## src/uart_pkg.sv

```systemverilog
package uart_pkg;

    // 8n1 frame, lsb first.
    localparam int DATA_BITS = 8;

    // baud divisor in clock cycles per bit.
    localparam int DIV_W = 16;

    typedef enum logic [1:0] {
        RX_IDLE,
        RX_START,  // confirming start bit at mid-bit.
        RX_DATA,
        RX_STOP
    } rx_state_e;

    typedef enum logic [1:0] {
        TX_IDLE,
        TX_START,
        TX_DATA,
        TX_STOP
    } tx_state_e;

endpackage

```

## src/uart_rx_sync.sv

```systemverilog
`timescale 1ns/100ps

module uart_rx_sync (
    input  logic clk_i,
    input  logic rstn_i,
    input  logic rx_i,
    output logic rx_sync_o,
    output logic rx_fall_o
);

    logic meta_q;
    logic sync_q;
    logic prev_q;

    // line idles high, so reset high avoids a false edge.
    always_ff @(posedge clk_i) begin
        if (!rstn_i) begin
            meta_q <= 1'b1;
            sync_q <= 1'b1;
            prev_q <= 1'b1;
        end else begin
            meta_q <= rx_i;
            sync_q <= meta_q;
            prev_q <= sync_q;
        end
    end

    assign rx_sync_o = sync_q;
    assign rx_fall_o = prev_q & ~sync_q;  // first low after high.

endmodule

```

## src/uart_rx.sv

```systemverilog
`timescale 1ns/100ps

module uart_rx import uart_pkg::*; (
    input  logic                 clk_i,
    input  logic                 rstn_i,
    input  logic                 rx_sync_i,
    input  logic                 rx_fall_i,
    input  logic [DIV_W-1:0]     baud_div_i,
    output logic [DATA_BITS-1:0] byte_o,
    output logic                 byte_valid_o,
    output logic                 frame_err_o
);

    localparam int IDX_W = $clog2(DATA_BITS);
    localparam logic [IDX_W-1:0] LAST_BIT = IDX_W'(DATA_BITS - 1);

    rx_state_e            state_q;
    logic [DIV_W-1:0]     cnt_q;
    logic [IDX_W-1:0]     bit_idx_q;
    logic [DATA_BITS-1:0] shift_q;
    logic                 tick;

    assign tick   = (cnt_q == '0);
    assign byte_o = shift_q;

    always_ff @(posedge clk_i) begin
        if (!rstn_i) begin
            state_q      <= RX_IDLE;
            cnt_q        <= '0;
            bit_idx_q    <= '0;
            byte_valid_o <= 1'b0;
            frame_err_o  <= 1'b0;
        end else begin
            byte_valid_o <= 1'b0;
            frame_err_o  <= 1'b0;
            if (!tick) begin
                cnt_q <= cnt_q - 1'b1;
            end
            case (state_q)
                RX_IDLE: begin
                    if (rx_fall_i) begin
                        cnt_q   <= (baud_div_i >> 1) - 1'b1;  // half a bit.
                        state_q <= RX_START;
                    end
                end
                RX_START: begin
                    if (tick) begin
                        if (rx_sync_i) begin
                            state_q <= RX_IDLE;  // glitch, not a start bit.
                        end else begin
                            cnt_q     <= baud_div_i - 1'b1;
                            bit_idx_q <= '0;
                            state_q   <= RX_DATA;
                        end
                    end
                end
                RX_DATA: begin
                    if (tick) begin
                        cnt_q <= baud_div_i - 1'b1;
                        if (bit_idx_q == LAST_BIT) begin
                            state_q <= RX_STOP;
                        end else begin
                            bit_idx_q <= bit_idx_q + 1'b1;
                        end
                    end
                end
                RX_STOP: begin
                    if (tick) begin
                        byte_valid_o <= rx_sync_i;
                        frame_err_o  <= ~rx_sync_i;  // stop bit must be high.
                        state_q      <= RX_IDLE;
                    end
                end
                default: state_q <= RX_IDLE;
            endcase
        end
    end

    // lsb arrives first, so shift in from the top.
    always_ff @(posedge clk_i) begin
        if (state_q == RX_DATA && tick) begin
            shift_q <= {rx_sync_i, shift_q[DATA_BITS-1:1]};
        end
    end

    // divisor comes from outside, so hold it to the minimum over a frame.
    a_div_min: assert property (
        @(posedge clk_i) disable iff (!rstn_i)
        (state_q != RX_IDLE) |-> (baud_div_i >= DIV_W'(4))
    ) else $error("uart_rx: baud_div_i below 4 during a frame");

endmodule

```

## src/uart_rx_fifo.sv

```systemverilog
`timescale 1ns/100ps

module uart_rx_fifo import uart_pkg::*; #(
    parameter int FIFO_DEPTH = 4
) (
    input  logic                 clk_i,
    input  logic                 rstn_i,
    input  logic                 push_i,
    input  logic [DATA_BITS-1:0] push_data_i,
    input  logic                 pop_i,
    output logic [DATA_BITS-1:0] rd_data_o,
    output logic                 rd_valid_o,
    output logic                 overflow_o
);

    localparam int AW = $clog2(FIFO_DEPTH);
    localparam logic [AW:0] FULL_CNT = (AW + 1)'(FIFO_DEPTH);

    logic [DATA_BITS-1:0] mem_q [FIFO_DEPTH];
    logic [AW-1:0]        rd_ptr_q;
    logic [AW-1:0]        wr_ptr_q;
    logic [AW:0]          count_q;
    logic                 pop_ok;
    logic                 push_ok;

    assign pop_ok  = pop_i && (count_q != '0);
    assign push_ok = push_i && ((count_q != FULL_CNT) || pop_ok);  // full + pop frees a slot.

    always_ff @(posedge clk_i) begin
        if (!rstn_i) begin
            rd_ptr_q   <= '0;
            wr_ptr_q   <= '0;
            count_q    <= '0;
            overflow_o <= 1'b0;
        end else begin
            if (pop_ok) begin
                rd_ptr_q <= rd_ptr_q + 1'b1;
            end
            if (push_ok) begin
                wr_ptr_q <= wr_ptr_q + 1'b1;
            end
            if (push_ok && !pop_ok) begin
                count_q <= count_q + 1'b1;
            end else if (pop_ok && !push_ok) begin
                count_q <= count_q - 1'b1;
            end
            if (push_i && !push_ok) begin
                overflow_o <= 1'b1;  // sticky until reset.
            end
        end
    end

    always_ff @(posedge clk_i) begin
        if (push_ok) begin
            mem_q[wr_ptr_q] <= push_data_i;
        end
    end

    assign rd_data_o  = mem_q[rd_ptr_q];  // show-ahead head entry.
    assign rd_valid_o = (count_q != '0);

    a_count_bound: assert property (
        @(posedge clk_i) disable iff (!rstn_i)
        count_q <= FULL_CNT
    ) else $error("uart_rx_fifo: count above FIFO_DEPTH");

endmodule

```

## src/uart_tx.sv

```systemverilog
`timescale 1ns/100ps

module uart_tx import uart_pkg::*; (
    input  logic                 clk_i,
    input  logic                 rstn_i,
    input  logic                 start_i,
    input  logic [DATA_BITS-1:0] data_i,
    input  logic [DIV_W-1:0]     baud_div_i,
    output logic                 tx_o,
    output logic                 ready_o
);

    localparam int IDX_W = $clog2(DATA_BITS);
    localparam logic [IDX_W-1:0] LAST_BIT = IDX_W'(DATA_BITS - 1);

    tx_state_e            state_q;
    logic [DIV_W-1:0]     cnt_q;
    logic [IDX_W-1:0]     bit_idx_q;
    logic [DATA_BITS-1:0] data_q;
    logic                 tick;

    assign tick    = (cnt_q == '0);
    assign ready_o = (state_q == TX_IDLE);

    always_ff @(posedge clk_i) begin
        if (!rstn_i) begin
            state_q   <= TX_IDLE;
            cnt_q     <= '0;
            bit_idx_q <= '0;
            tx_o      <= 1'b1;
        end else begin
            if (!tick) begin
                cnt_q <= cnt_q - 1'b1;
            end
            case (state_q)
                TX_IDLE: begin
                    if (start_i) begin
                        cnt_q   <= baud_div_i - 1'b1;
                        tx_o    <= 1'b0;  // start bit.
                        state_q <= TX_START;
                    end
                end
                TX_START: begin
                    if (tick) begin
                        cnt_q     <= baud_div_i - 1'b1;
                        bit_idx_q <= '0;
                        tx_o      <= data_q[0];
                        state_q   <= TX_DATA;
                    end
                end
                TX_DATA: begin
                    if (tick) begin
                        cnt_q <= baud_div_i - 1'b1;
                        if (bit_idx_q == LAST_BIT) begin
                            tx_o    <= 1'b1;  // stop bit.
                            state_q <= TX_STOP;
                        end else begin
                            bit_idx_q <= bit_idx_q + 1'b1;
                            tx_o      <= data_q[1];
                        end
                    end
                end
                TX_STOP: begin
                    if (tick) begin
                        state_q <= TX_IDLE;
                    end
                end
                default: state_q <= TX_IDLE;
            endcase
        end
    end

    // latch on accept, then shift one bit out per bit time.
    always_ff @(posedge clk_i) begin
        if (state_q == TX_IDLE && start_i) begin
            data_q <= data_i;
        end else if (state_q == TX_DATA && tick) begin
            data_q <= data_q >> 1;
        end
    end

    a_idle_line_high: assert property (
        @(posedge clk_i) disable iff (!rstn_i)
        ready_o |-> tx_o
    ) else $error("uart_tx: line low while ready");

endmodule

```

## src/uart_top.sv

```systemverilog
`timescale 1ns/100ps

module uart_top import uart_pkg::*; #(
    parameter int FIFO_DEPTH = 4
) (
    input  logic                 clk_i,
    input  logic                 rstn_i,
    input  logic [DIV_W-1:0]     baud_div_i,
    input  logic                 rx_i,
    input  logic                 rx_pop_i,
    input  logic [DATA_BITS-1:0] tx_data_i,
    input  logic                 tx_start_i,
    output logic [DATA_BITS-1:0] rx_data_o,
    output logic                 rx_valid_o,
    output logic                 rx_overflow_o,
    output logic                 rx_frame_err_o,
    output logic                 tx_o,
    output logic                 tx_ready_o
);

    logic                 rx_sync;
    logic                 rx_fall;
    logic [DATA_BITS-1:0] rx_byte;
    logic                 rx_byte_valid;

    uart_rx_sync i_uart_rx_sync (
        .clk_i     (clk_i),
        .rstn_i    (rstn_i),
        .rx_i      (rx_i),
        .rx_sync_o (rx_sync),
        .rx_fall_o (rx_fall)
    );

    uart_rx i_uart_rx (
        .clk_i        (clk_i),
        .rstn_i       (rstn_i),
        .rx_sync_i    (rx_sync),
        .rx_fall_i    (rx_fall),
        .baud_div_i   (baud_div_i),
        .byte_o       (rx_byte),
        .byte_valid_o (rx_byte_valid),
        .frame_err_o  (rx_frame_err_o)
    );

    uart_rx_fifo #(
        .FIFO_DEPTH (FIFO_DEPTH)
    ) i_uart_rx_fifo (
        .clk_i       (clk_i),
        .rstn_i      (rstn_i),
        .push_i      (rx_byte_valid),
        .push_data_i (rx_byte),
        .pop_i       (rx_pop_i),
        .rd_data_o   (rx_data_o),
        .rd_valid_o  (rx_valid_o),
        .overflow_o  (rx_overflow_o)
    );

    uart_tx i_uart_tx (
        .clk_i      (clk_i),
        .rstn_i     (rstn_i),
        .start_i    (tx_start_i),
        .data_i     (tx_data_i),
        .baud_div_i (baud_div_i),
        .tx_o       (tx_o),
        .ready_o    (tx_ready_o)
    );

endmodule

```

## config.mk

```make
export PLATFORM = sky130hd
export DESIGN_NAME = uart_top
export DESIGN_NICKNAME = d
export VERILOG_FILES = /design/src/uart_pkg.sv /design/src/uart_rx_sync.sv /design/src/uart_rx.sv /design/src/uart_rx_fifo.sv /design/src/uart_tx.sv /design/src/uart_top.sv
export SDC_FILE = /design/constraint.sdc
export NUM_CORES = 1
export LEC_CHECK = 0
export ABC_AREA = 1
export BUFFER_PORTS_ARGS = -buffer_cell sky130_fd_sc_hd__clkbuf_2
export CORE_MARGIN = 2
export CORE_UTILIZATION = 53
export CTS_CLUSTER_SIZE = 12
export DETAILED_ROUTE_END_ITERATION = 12
export HOLD_SLACK_MARGIN = 0.03
export PLACE_DENSITY_LB_ADDON = 0.2
export SLEW_MARGIN = 10
export SYNTH_ARGS = -nofsm -noshare
export SYNTH_HDL_FRONTEND = slang
export SYNTH_SLANG_ARGS = --single-unit
```

## constraint.sdc

```tcl
create_clock -name clk_i -period 2.7 [get_ports clk_i]
set_input_delay 0.135 -clock clk_i [delete_from_list [all_inputs] [get_ports clk_i]]
set_output_delay 0.135 -clock clk_i [all_outputs]
set_load 0.02 [all_outputs]
```

; ---- Yosys cells after proc, flatten, opt, wreduce, memory -nomap -nowiden
; Memory sizes are Yosys's and may differ from the RTL's. A register that Yosys moved wholly into a read port is not among the register bits.
; Cells that the tools add are included.
[op_classes]
n_addsub = 10
n_eq_ne = 22
n_mux = 45
bitwise = 2
reduce_logical = 28
[ops]
columns = operator, n
row1 = $mux 16, 8
row2 = $pmux 16 s3, 1
row3 = $sub 16x1->16 const B, 3
row4 = $logic_not 16->1, 2
row5 = $pmux 16 s2, 1
row6 = $mux 3, 9
row7 = $mux 2, 13
row8 = $ne 2x1->1 const B, 9
row9 = $mux 8, 2
row10 = $pmux 2 s4, 2
row11 = $sub 15x1->16 const B, 1
row12 = $reduce_and 5->1, 3
row13 = $pmux 3 s2, 2
row14 = $add 3x1->3 const B, 3
row15 = $eq 2x2->1 const B, 4
row16 = $logic_and 1x1->1, 8
row17 = $ne 2x2->1 const B, 4
row18 = $reduce_and 4->1, 2
row19 = $reduce_bool 2->1, 4
row20 = $eq 3x3->1 const B, 2
row21 = $mux 1, 6
row22 = $reduce_bool 3->1, 2
row23 = $add 2x1->2 const B, 2
row24 = $eq 2x1->1 const B, 2
row25 = 10 further kinds, 12
[totals]
register_bits = 72
ramBits = 32
word_cells = 126
mem_count = 1
[mem_list]
columns = name, words, word_bits, rd, rd_ports_with_merged_regs, write_ports, line_no
row1 = i_uart_rx_fifo.mem_q, 4, 8, 1, 1, 1, uart_rx_fifo.sv:19  ; logic [DATA_BITS-1:0] mem_q [FIFO_DEPTH];

; ---- Logic depth before layout (Yosys ltp)
; Gate-level depths: netlist of run 1.
[logic_depth]
depth_word = 8
mapped_depth = 15
ltp_nobuf = 14

; ---- Hierarchy
; From an unflattened synthesis of run 1, not the netlist that was laid out.
[hier_totals]
cells_unflattened = 910
hier_area_um2 = 6638.9
[by_module_without_submodules]
columns = mod, n_inst, cells_per_inst, area_per_inst_um2
row1 = uart_tx, 1, 389, 2434.8
row2 = uart_rx, 1, 360, 2379.8
row3 = uart_rx_fifo, 1, 150, 1734.2
row4 = uart_rx_sync, 1, 11, 90.1

; ---- Least setup slack after synthesis of run 1
; OpenSTA, ideal clock, no wires.
[synth_path]
path_kind = register to register
start = register i_uart_tx.cnt_q[0]
end = register i_uart_tx.data_q[0], enable pin
setup_time_ps = 384
arrival_ps = 1584
t_required_ps = 2316
path_slack_ps = 732
path_stages_with_launch = 8
synth_period_minus_slack_ps = 1968
path_cell_list = dfxtp_1 > inv_1 > ha_1 > nand2_1 > nor2_1 > nand2_1 > buf_2 > o21ai_0
[synth_via]
elab_chain_cells = 3
[synth_rtl]
columns = element, line_no
row1 = "start, declared", uart_tx.sv:17  ; logic [DIV_W-1:0] cnt_q;
row2 = "start signal, assigned", uart_tx.sv:33  ; cnt_q <= cnt_q - 1'b1;
row3 = "start signal, assigned", uart_tx.sv:38  ; cnt_q <= baud_div_i - 1'b1;
row4 = "start signal, assigned", uart_tx.sv:45  ; cnt_q <= baud_div_i - 1'b1;
row5 = $logic_not 16->1, uart_tx.sv:22  ; assign tick = (cnt_q == '0);
row6 = $logic_and 1x1->1, uart_tx.sv:77  ; end else if (state_q == TX_DATA && tick) begin
row7 = $reduce_bool 2->1 (no source line), -
row8 = "end signal, assigned", uart_tx.sv:76  ; data_q <= data_i;
row9 = "end signal, assigned", uart_tx.sv:78  ; data_q <= data_q >> 1;
row10 = "end, declared", uart_tx.sv:19  ; logic [DATA_BITS-1:0] data_q;
; No other way between the ends.
; A chain may end at the register's enable or synchronous reset.

; ---- Final worst setup path of run 1
[layout_path]
start = register i_uart_rx.cnt_q[0]
end = register i_uart_rx.cnt_q[7]
[layout_via]
elab_chain_cells = 5
[layout_rtl]
columns = element, line_no
row1 = "start, declared", uart_rx.sv:18  ; logic [DIV_W-1:0] cnt_q;
row2 = "start signal, assigned", uart_rx.sv:37  ; cnt_q <= cnt_q - 1'b1;
row3 = "start signal, assigned", uart_rx.sv:42  ; cnt_q <= (baud_div_i >> 1) - 1'b1;
row4 = "start signal, assigned", uart_rx.sv:51  ; cnt_q <= baud_div_i - 1'b1;
row5 = $sub 16x1->16 or $logic_not 16->1 (tied branches), "uart_rx.sv:37, uart_rx.sv:23"
row6 = $mux 16, uart_rx.sv:36  ; if (!tick) begin
row7 = $mux 16, uart_rx.sv:48  ; if (rx_sync_i) begin
row8 = $mux 16, uart_rx.sv:47  ; if (tick) begin
row9 = $pmux 16 s3 *, uart_rx.sv:39  ; case (state_q)
; Mark *: on every way between the ends. The rest lies on a longest branch, timed or not.

==> results.json, run 1 <==
{
  "antenna_left": 0,
  "globalplace.congestion": 0.953,
  "hold_viol_final": 0,
  "antenna_found_initial": 0,
  "drcViolationCount": 0,
  "grt_pass1_wl_um": 24400,
  "ios": 42,
  "htreeDepth": 3,
  "initial_core_util_pct": 54.1,
  "crit_family": "simple AND/OR/NAND/NOR gates",
  "ir_drop_v": 0.000715,
  "stdcell_count": 1000,
  "drt_wl_total_um": 14300,
  "fin_crit_ns": 2.08,
  "die_x_um": 112,
  "root_buffer": "clkbuf_16",
  "design.core.area_um2": 11400,
  "fin_tns_setup_ns": 0,
  "crit_end": "i_uart_rx.cnt_q[7]",
  "synth_edf_count": 48,
  "endpoint_kind": "flop",
  "fmax_mhz": 481,
  "dieHeight_um": 112,
  "syn-cell-area_um2": 6150,
  "detail_route.vias_per_cell": 5.38,
  "rows": 39,
  "grt_usage_pct": 24.0,
  "avgSynthCellArea_um2": 7.60,
  "setup.worst_path.start_class": "flop",
  "wl_per_cell_um": 14.3,
  "clockBufferDepth": 2,
  "rr_startpoint": "i_uart_rx.cnt_q[0]",
  "ff2ff_path_depth": 11,
  "fillers": 1031,
  "crit_fanout": 12,
  "p_per_area_nw_per_um2": 1060,
  "drive_gt1_share_pct": 14.4,
  "dp_hpwl_um": 11000,
  "r2r_slack_ns": 0.62,
  "setup_viol": 0,
  "layout_common_cells": "188 x nand2_1, 127 x nor2_1, 81 x inv_1",
  "max_slew_margin_pct": 45.2,
  "p_leak_nw": 3.03,
  "finalMaxSlewViolations": 0,
  "worstHoldPathCells": 3,
  "crit_start": "i_uart_rx.cnt_q[0]",
  "synth.distinct_cells": 46,
  "overflow": 0,
  "vias": 5383,
  "hold_path.class": "in2reg",
  "ys_ff_latch": 106,
  "synth_cells": 810,
  "cts.clk_slew.worst_paths_ns": 0.07,
  "timing.rr.end": "i_uart_rx.cnt_q[7]",
  "die_area_um2": 12500,
  "min_from": "tx_data_i[4]",
  "cp.arrival_ns": 2.29,
  "worstPathRequired_ns": 2.91,
  "first_iter_violations": 350,
  "area_growth_pct": 10.0,
  "grt_busiest_layer": "met2",
  "grt_start_max_net_pins": 21,
  "dpl.cell_count": 983,
  "rsz0062_at_grt": "false",
  "io_buffers": 41,
  "async_reset_ff_share_pct": 0,
  "final_common_cell": "nand2_1",
  "cts_inserted_buffers": 9,
  "cts_resized": 0,
  "period_share_pct": 76.9,
  "status": "complete, no violations",
  "max_cap_violations": 0,
  "clk_latency_ns": 0.35,
  "crit_chain": "inv_1 > ha_1 > inv_1 > nor2_1 > nand2_1 > nor2_2 > nand3_1 > nand2_1 > nand3_1 > nand3b_1 > a21oi_1",
  "critPathSlowestCell": "nand3_1",
  "nNetsFinal": 902,
  "insertedDiodeCount": 0,
  "grt_use_met2_pct": 39.4,
  "dr.pass1.iters": 6,
  "skew_ns": 0.00552,
  "crit_buf_inv": 2,
  "cpPeakStageDelay_ns": 0.38,
  "ys.flop_type": "dfxtp_1",
  "clock-sinks": 106,
  "use_met3_pct": 3.38,
  "ys_seq_area_share_pct": 42.3,
  "first_global_vias": 5158,
  "crit_type": "reg2reg",
  "yosysWarningCount": 0,
  "met1_usage_pct": 33.0,
  "cp_num_cells": 11,
  "timing_worst_slew_pin_value_ns": 0.819,
  "cts_tree": "yes",
  "syn_nets": 860
}
[report_power, final]
| group | switching, mW | internal (mW) | total (mW) |
|---|---|---|---|
| sequential | 0.282 | 2.00 | 2.28 |
| clock | 0.599 | 0.635 | 1.23 |
| combinational | 2.40 | 1.24 | 3.64 |
[worst min-delay path by stage]
stage	slack [ns]	to
2_1_floorplan	0.24	i_uart_rx_sync.meta_q
3_3_place_gp	0.34	i_uart_rx_sync.meta_q
3_5_place_dp	0.34	i_uart_rx_sync.meta_q
4_1_cts	0.04	i_uart_tx.data_q[4]
5_1_grt	0.06	i_uart_tx.data_q[3]
6_report	0.05	i_uart_tx.data_q[4]
[kinds of logic after synthesis]
logic type	Yosys count	share of synthesized area, %
buf+inv	109	7.12
compound gates	112	10.9
xor+xnor	29	4.13
simple gates	432	31.0
mux	1	0.163
flops	106	42.3
fa+ha+maj	21	4.39
[repair_timing]
item	CTS	global route
endpoints found under the hold margin	1	0
hold buffers	1	0
setup buffers	0	0
[stage by stage]
stage	setup WS, ns	power [mW]	hold WS (ns)	utilization (%)	area (um^2)
finish	0.623	7.15	0.0457	59.6	6770
floorplan	0.732	5.17	0.242	-	6150
global route	0.383	7.76	0.0640	59.6	6770
detailed placement	0.655	5.90	0.341	57.0	6480
CTS	0.641	7.15	0.0441	59.6	6770
global placement	0.716	5.84	0.338	57.0	6480
[registers in the layout, summed over array words and instances, names as in the netlist, 3 cells and up, named ones only]
signal and cells:
i_uart_tx.bit_idx_q 3, i_uart_rx.byte_o 8, i_uart_rx_fifo.mem_q 32, i_uart_tx.data_q 8, i_uart_rx_fifo.count_q 3, i_uart_rx.cnt_q 16, i_uart_tx.cnt_q 16, i_uart_rx.bit_idx_q 3
[layout make-up]
cell class | count | area (um^2) | share of cell area [%]
tap | 143 | 179 | 2.64
clock inverter | 6 | 48.8 | 0.721
inverter | 95 | 360 | 5.32
sequential | 106 | 2600 | 38.4
timing repair buffer | 45 | 238 | 3.51
multi-input combinational | 595 | 3110 | 46.0
clock buffer | 10 | 229 | 3.38
[cell usage after synthesis, types with 2 or more instances]
cell | count | area, um^2
nor2_1 | 127 | 477
buf_2 | 2 | 10.0
nand2_1 | 188 | 706
o211ai_1 | 4 | 30.0
clkinv_1 | 2 | 7.51
inv_1 | 81 | 304
a21oi_1 | 33 | 165
o21ai_0 | 39 | 195
xnor2_1 | 2 | 17.5
a21oi_2 | 13 | 114
nand2_2 | 16 | 100
edfxtp_1 | 48 | 1440
nand2_4 | 4 | 45.0
nor2_4 | 4 | 45.0
nand3b_1 | 3 | 22.5
nand3_1 | 53 | 265
o21ai_1 | 2 | 10.0
a22oi_1 | 5 | 37.5
nor2_2 | 9 | 56.3
o22ai_1 | 10 | 62.6
or2_2 | 2 | 12.5
inv_2 | 10 | 37.5
dfxtp_1 | 58 | 1160
ha_1 | 20 | 250
nor3_1 | 6 | 30.0
clkbuf_1 | 9 | 33.8
o21bai_1 | 2 | 15.0
nand4_1 | 14 | 87.6
xor2_1 | 27 | 236
[layer usage]
layer	wire [um]	share of wire [%]
met2	6620	46
met3	827	5.8
met1	6660	46
met5	0	0
met4	240	1.7
[worst min-delay path: stages]
cell and delay [ns]:
clkbuf_2 0.07, nand2_1 0.04, nand2_1 0.05
Power figures use the tool's default switching activity.
==> run 2, diff against run 1 <==
clock period = 1.9 ns   (was 2.7 ns; I/O delays follow)
==> run 2 against run 1 <==
Global-route usage grew 0.38 points. Count of clock-buffer cells in the layout grew 2. Cell area grew 5.9%. Combinational power grew 56%. Core utilization grew 3.5 points. Critical path depth shrank 3. Fmax grew 16%. Non-clock buffer count grew 34. Sequential share of layout area shrank 2.1 points.
==> results.json, run 2 (synthesized netlist as in run 1, its figures left out) <==
{
  "design.core.area_um2": 11400,
  "root_buffer": "clkbuf_16",
  "io_buffers": 41,
  "ios": 42,
  "timing_worst_slew_pin_value_ns": 0.877,
  "area_growth_pct": 16.5,
  "p_sw_share_pct": 44.3,
  "p_leak_nw": 3.23,
  "ir_drop_v": 0.000936,
  "worstPathRequired_ns": 2.15,
  "setup_viol": 0,
  "whs_ns": 0.0496,
  "clockBufferDepth": 2,
  "endpoint_kind": "flop",
  "clkPwrFrac_pct": 18.0,
  "drcViolationCount": 0,
  "nNetsFinal": 936,
  "vias": 5453,
  "hold_viol_final": 0,
  "placed_cell_area_um2": 6660,
  "fmax_mhz": 558,
  "layout_common_cells": "184 x nand2_1, 125 x nor2_1, 77 x inv_1",
  "antenna_found_initial": 0,
  "final_area_um2": 7170,
  "crit_fanout": 4,
  "largestRegisters": "i_uart_rx_fifo.mem_q x32, i_uart_rx.cnt_q x16, i_uart_tx.cnt_q x16",
  "status": "complete, no violations",
  "switchingPower_mw": 4.83,
  "skew_ns": 0.0111,
  "max_cap_violations": 0,
  "clock-sinks": 106,
  "first_global_vias": 5303,
  "power_mw": 10.9,
  "drive_gt1_share_pct": 19.1,
  "internal_power_mw": 6.06,
  "final_common_cell": "nand2_1",
  "finalMaxSlewViolations": 0,
  "first_iter_violations": 386,
  "drt_wl_total_um": 14800,
  "setup.worst_path.start_class": "flop",
  "grt_pass1_wl_um": 24600,
  "layout_setup_ws_ns": 0.109,
  "combPwrFrac_pct": 52.3,
  "initial_core_util_pct": 54.1,
  "die_area_um2": 12500,
  "grt_usage_pct": 24.4,
  "globalplace.congestion": 0.935,
  "die_x_um": 112,
  "dr.pass1.iters": 5,
  "wl_per_cell_um": 14.3,
  "hold_path.class": "in2reg",
  "antenna_left": 0,
  "overflow": 0,
  "max_slew_margin_pct": 41.3,
  "p_per_area_nw_per_um2": 1520,
  "dieHeight_um": 112,
  "dp_hpwl_um": 11200,
  "fin_crit_ns": 1.79,
  "largest_reg_flops": 32,
  "seqPwrFrac_pct": 29.7,
  "cp.arrival_ns": 2.04,
  "fillers": 987,
  "rows": 39,
  "place_ws_ns": -0.0715,
  "period_share_pct": 94.2,
  "clk_latency_ns": 0.36,
  "rsz0062_at_grt": "false",
  "grt_start_max_net_pins": 21,
  "cts_tree": "yes",
  "cts.clk_slew.worst_paths_ns": 0.07,
  "cts_inserted_buffers": 9,
  "htreeDepth": 3,
  "insertedDiodeCount": 0,
  "top_register": "i_uart_rx_fifo.mem_q",
  "detail_route.vias_per_cell": 5.27,
  "crit_type": "reg2reg"
}
## run 2: cell count changes in the layout (fill, tap and decap cells not counted), moves of 3 or more
cell	change
buf_4	+25
dfxtp_1	-4
dfxtp_2	+4
dlygate4sd3_1	+7
inv_1	-4
inv_2	+3
nand2_1	-4
nand2_2	+3
o21ai_0	-3
o21ai_1	+3
## run 2: worst max-delay path, cell delays in order, from the launching register on
cell	delay, ns
dfxtp_2	0.33
nor2_2	0.15
nand3_1	0.09
and2_4	0.15
ha_1	0.19
inv_1	0.12
fa_2	0.43
o21ai_0	0.15
nor2_1	0.06
## run 2: cell type report
class | instances | area, um^2 | area share (%)
Clock buffer | 12 | 258 | 3.60
Sequential cell | 106 | 2610 | 36.4
Tap cell | 143 | 179 | 2.50
Clock inverter | 4 | 55.1 | 0.768
Timing Repair Buffer | 79 | 541 | 7.54
Multi-Input combinational cell | 595 | 3160 | 44.1
Inverter | 95 | 365 | 5.10
## run 2: routing by layer
layer / vias up / global-route usage [%] / wire length, um
met3: 20 / 3.10 / 594
met4: 0 / 9.71 / 278
met5: - / 0 / 0
met2: 123 / 39.4 / 6960
li1: 2794 / - / -
met1: 2516 / 33.6 / 6960
## run 2: through the flow
step / TNS [ns] / std cells / util [%]
CTS: 0 / 1028 / 62.1
floorplan: 0 / 810 / -
global route: 0 / 1034 / 63.1
detailed placement: -0.0715 / 1004 / 58.5
finish: 0 / 1034 / 63.1
global placement: 0 / 1004 / 58.5
## run 2: worst paths after layout
| check | start | endpoint | slack (ns) | depth (start not counted) |
|---|---|---|---|---|
| setup / recovery | i_uart_rx_fifo.count_q[0] | i_uart_rx_fifo.count_q[1] | 0.11 | 8 |
| hold / removal | tx_data_i[7] | i_uart_tx.data_q[7] | 0.05 | 3 |
| setup reg to reg | i_uart_rx_fifo.count_q[0] | i_uart_rx_fifo.count_q[1] | 0.11 | 8 |
| hold reg to reg | i_uart_rx_sync.meta_q | i_uart_rx_sync.rx_sync_o | 0.42 | 1 |
## run 2: repair_timing
action	in CTS	in global routing
hold buffers	8	0
endpoints found under the hold margin	8	0
endpoints found under the setup margin	1	38
cloned	0	1
pin swaps	0	7
resized for setup	3	21
setup buffers	0	5
## run 2: power by group through the flow
stage,clock network (mW),registers [mW],logic (mW)
after global routing,2.06,3.30,6.40
final,1.96,3.24,5.69
after detailed placement,0,3.27,5.38
after floorplan,0,3.19,4.16
after CTS,1.98,3.23,5.44
after global placement,0,3.25,5.25
==> run 3, diff against run 2 <==
SYNTH_HIERARCHICAL = 1   (was not set)
==> run 3 against run 2 <==
Register-to-register slack improved by 0.02 ns. Setup slack improved by 0.022 ns. Critical path depth rose by 2. Via count rose by 11%.
==> results.json, run 3 <==
{
  "fin_crit_ns": 1.77,
  "globalplace.congestion": 0.932,
  "vias": 6041,
  "fillers": 1107,
  "largestRegisters": "i_uart_rx_fifo/mem_q x32, i_uart_rx/cnt_q x16, i_uart_tx/cnt_q x16",
  "hold_path.class": "in2reg",
  "final_common_cell": "nand2_1",
  "crit_start": "i_uart_rx/cnt_q[1]",
  "largest_reg_flops": 32,
  "antenna_left": 0,
  "clockBufferDepth": 2,
  "top_register": "i_uart_rx_fifo/mem_q",
  "ios": 42,
  "drt_wl_total_um": 15500,
  "max_slew_margin_pct": 49.2,
  "worstPathRequired_ns": 1.97,
  "stdcell_count": 1161,
  "drive_gt1_share_pct": 15.5,
  "finalMaxSlewViolations": 0,
  "first_iter_violations": 439,
  "synth.distinct_cells": 44,
  "dr.pass1.iters": 7,
  "layout_setup_ws_ns": 0.131,
  "grt_pass1_wl_um": 25300,
  "hold_viol_final": 0,
  "detail_route.vias_per_cell": 5.20,
  "cts_inserted_buffers": 9,
  "design.core.area_um2": 12100,
  "cts_tree": "yes",
  "synth_edf_count": 48,
  "async_reset_ff_share_pct": 0,
  "place_ws_ns": 0.0650,
  "dpl.cell_count": 1131,
  "crit_type": "reg2reg",
  "htreeDepth": 3,
  "ys_seq_area_share_pct": 39.2,
  "cts.clk_slew.worst_paths_ns": 0.07,
  "worstHoldPathCells": 3,
  "avgSynthCellArea_um2": 7.30,
  "dieHeight_um": 116,
  "wl_per_cell_um": 13.3,
  "skew_ns": 0.00735,
  "crit_end": "i_uart_rx/byte_o[3]",
  "insertedDiodeCount": 0,
  "ff2ff_path_depth": 10,
  "clk_latency_ns": 0.36,
  "rr_startpoint": "i_uart_rx/cnt_q[1]",
  "synth.top_cells.by_area": "edfxtp_1 22%, dfxtp_1 17%, nand2_1 13%, nor2_1 8.3%, inv_1 6.0%",
  "root_buffer": "clkbuf_16",
  "syn_nets": 960,
  "drcViolationCount": 0,
  "layout_common_cells": "231 x nand2_1, 145 x nor2_1, 105 x inv_1",
  "status": "complete, no violations",
  "power_mw": 11.7,
  "fmax_mhz": 565,
  "clock-sinks": 106,
  "die_area_um2": 13400,
  "grt_usage_pct": 23.6,
  "cp.arrival_ns": 1.84,
  "p_per_area_nw_per_um2": 1530,
  "io_buffers": 41,
  "antenna_found_initial": 0,
  "period_share_pct": 93.1,
  "endpoint_kind": "flop",
  "yosysMostFrequentCell": "nand2_1",
  "area_growth_pct": 15.6,
  "timing.rr.end": "i_uart_rx/byte_o[3]",
  "nNetsFinal": 1038,
  "grt_start_max_net_pins": 22,
  "dp_hpwl_um": 11200,
  "synth_top_area_share_pct": 21.7,
  "rows": 40,
  "die_x_um": 116,
  "setup.worst_path.start_class": "flop",
  "timing_worst_slew_pin_value_ns": 0.762,
  "overflow": 0,
  "crit_fanout": 8,
  "initial_core_util_pct": 54.8,
  "rsz0062_at_grt": "true",
  "max_cap_violations": 0,
  "r2r_slack_ns": 0.13,
  "yosys.area.top_type": "edfxtp_1",
  "netlist_top_cells_count": "231 x nand2_1, 147 x nor2_1, 106 x inv_1",
  "setup_viol": 0,
  "first_global_vias": 5551,
  "ys.flop_type": "dfxtp_1",
  "ys_ff_latch": 106,
  "syn-cell-area_um2": 6640,
  "yosysWarningCount": 6,
  "p_leak_nw": 3.43,
  "synth_cells": 910,
  "ir_drop_v": 0.000941
}
-- run 3: worst min path at each step --
stage | startpoint | endpoint | slack (ns)
finish | rx_pop_i | flop | 0.05
CTS | rx_pop_i | i_uart_rx_fifo/rd_ptr_q[1] | 0.05
detailed placement | rx_i | i_uart_rx_sync/meta_q | 0.27
global placement | rx_i | i_uart_rx_sync/meta_q | 0.27
floorplan | rstn_i | i_uart_rx_sync/meta_q | 0.16
global route | rx_pop_i | i_uart_rx_fifo/rd_ptr_q[1] | 0.08
-- run 3: layout make-up --
type	instances	area, um^2	area share (%)
inverters	112	420	5.48
clock inverters	6	82.6	1.08
clock buffers	10	229	2.98
repair buffers	81	553	7.21
flip-flops and latches	106	2610	34.0
multi-input cells	678	3570	46.6
well taps	168	210	2.74
-- run 3: logic make-up after synthesis --
logic type,count (synthesis),synth area share [%]
compound gates,119,10.7
simple gates,503,33.4
buf+inv,127,8.16
fa+ha+maj,21,4.07
xor+xnor,34,4.49
flops,106,39.2
-- run 3: what timing repair did --
action                                 in CTS  in global routing
setup endpoints to repair                   0                 38
setup buffers                               0                  3
resized for setup                           0                 22
endpoints found under the hold margin       9                  0
hold buffers                                9                  0
-- run 3: layer usage --
layer	wire (um)	GRT usage [%]	part of all wire, %
met5	0	0	0
met4	343	10.6	2.2
met3	769	3.66	5.0
met2	6920	37.8	45
met1	7420	31.9	48
-- run 3: critical path, cell delays in order, from the launching register on --
cell	delay (ns)
dfxtp_1	0.32
inv_1	0.11
ha_4	0.14
inv_1	0.03
nor2_1	0.07
nand2_1	0.09
nor2_4	0.16
nand2_4	0.12
buf_8	0.17
nor2_1	0.09
buf_4	0.18
-- run 3: report_power, final --
part	internal [mW]	total (mW)	switching (mW)
clock network	1.05	1.96	0.903
registers	2.89	3.33	0.438
logic	2.39	6.42	4.03
total	6.33	11.7	5.37
-- run 3: through the flow --
step | area [um^2] | hold slack (ns) | TNS, ns | util, %
after floorplan | 6640 | 0.164 | 0 | -
after CTS | 7540 | 0.0518 | 0 | 62.2
after global placement | 7140 | 0.270 | 0 | 58.9
final | 7670 | 0.0533 | 0 | 63.4
after global routing | 7670 | 0.0778 | -0.0164 | 63.4
after detailed placement | 7140 | 0.273 | 0 | 58.9
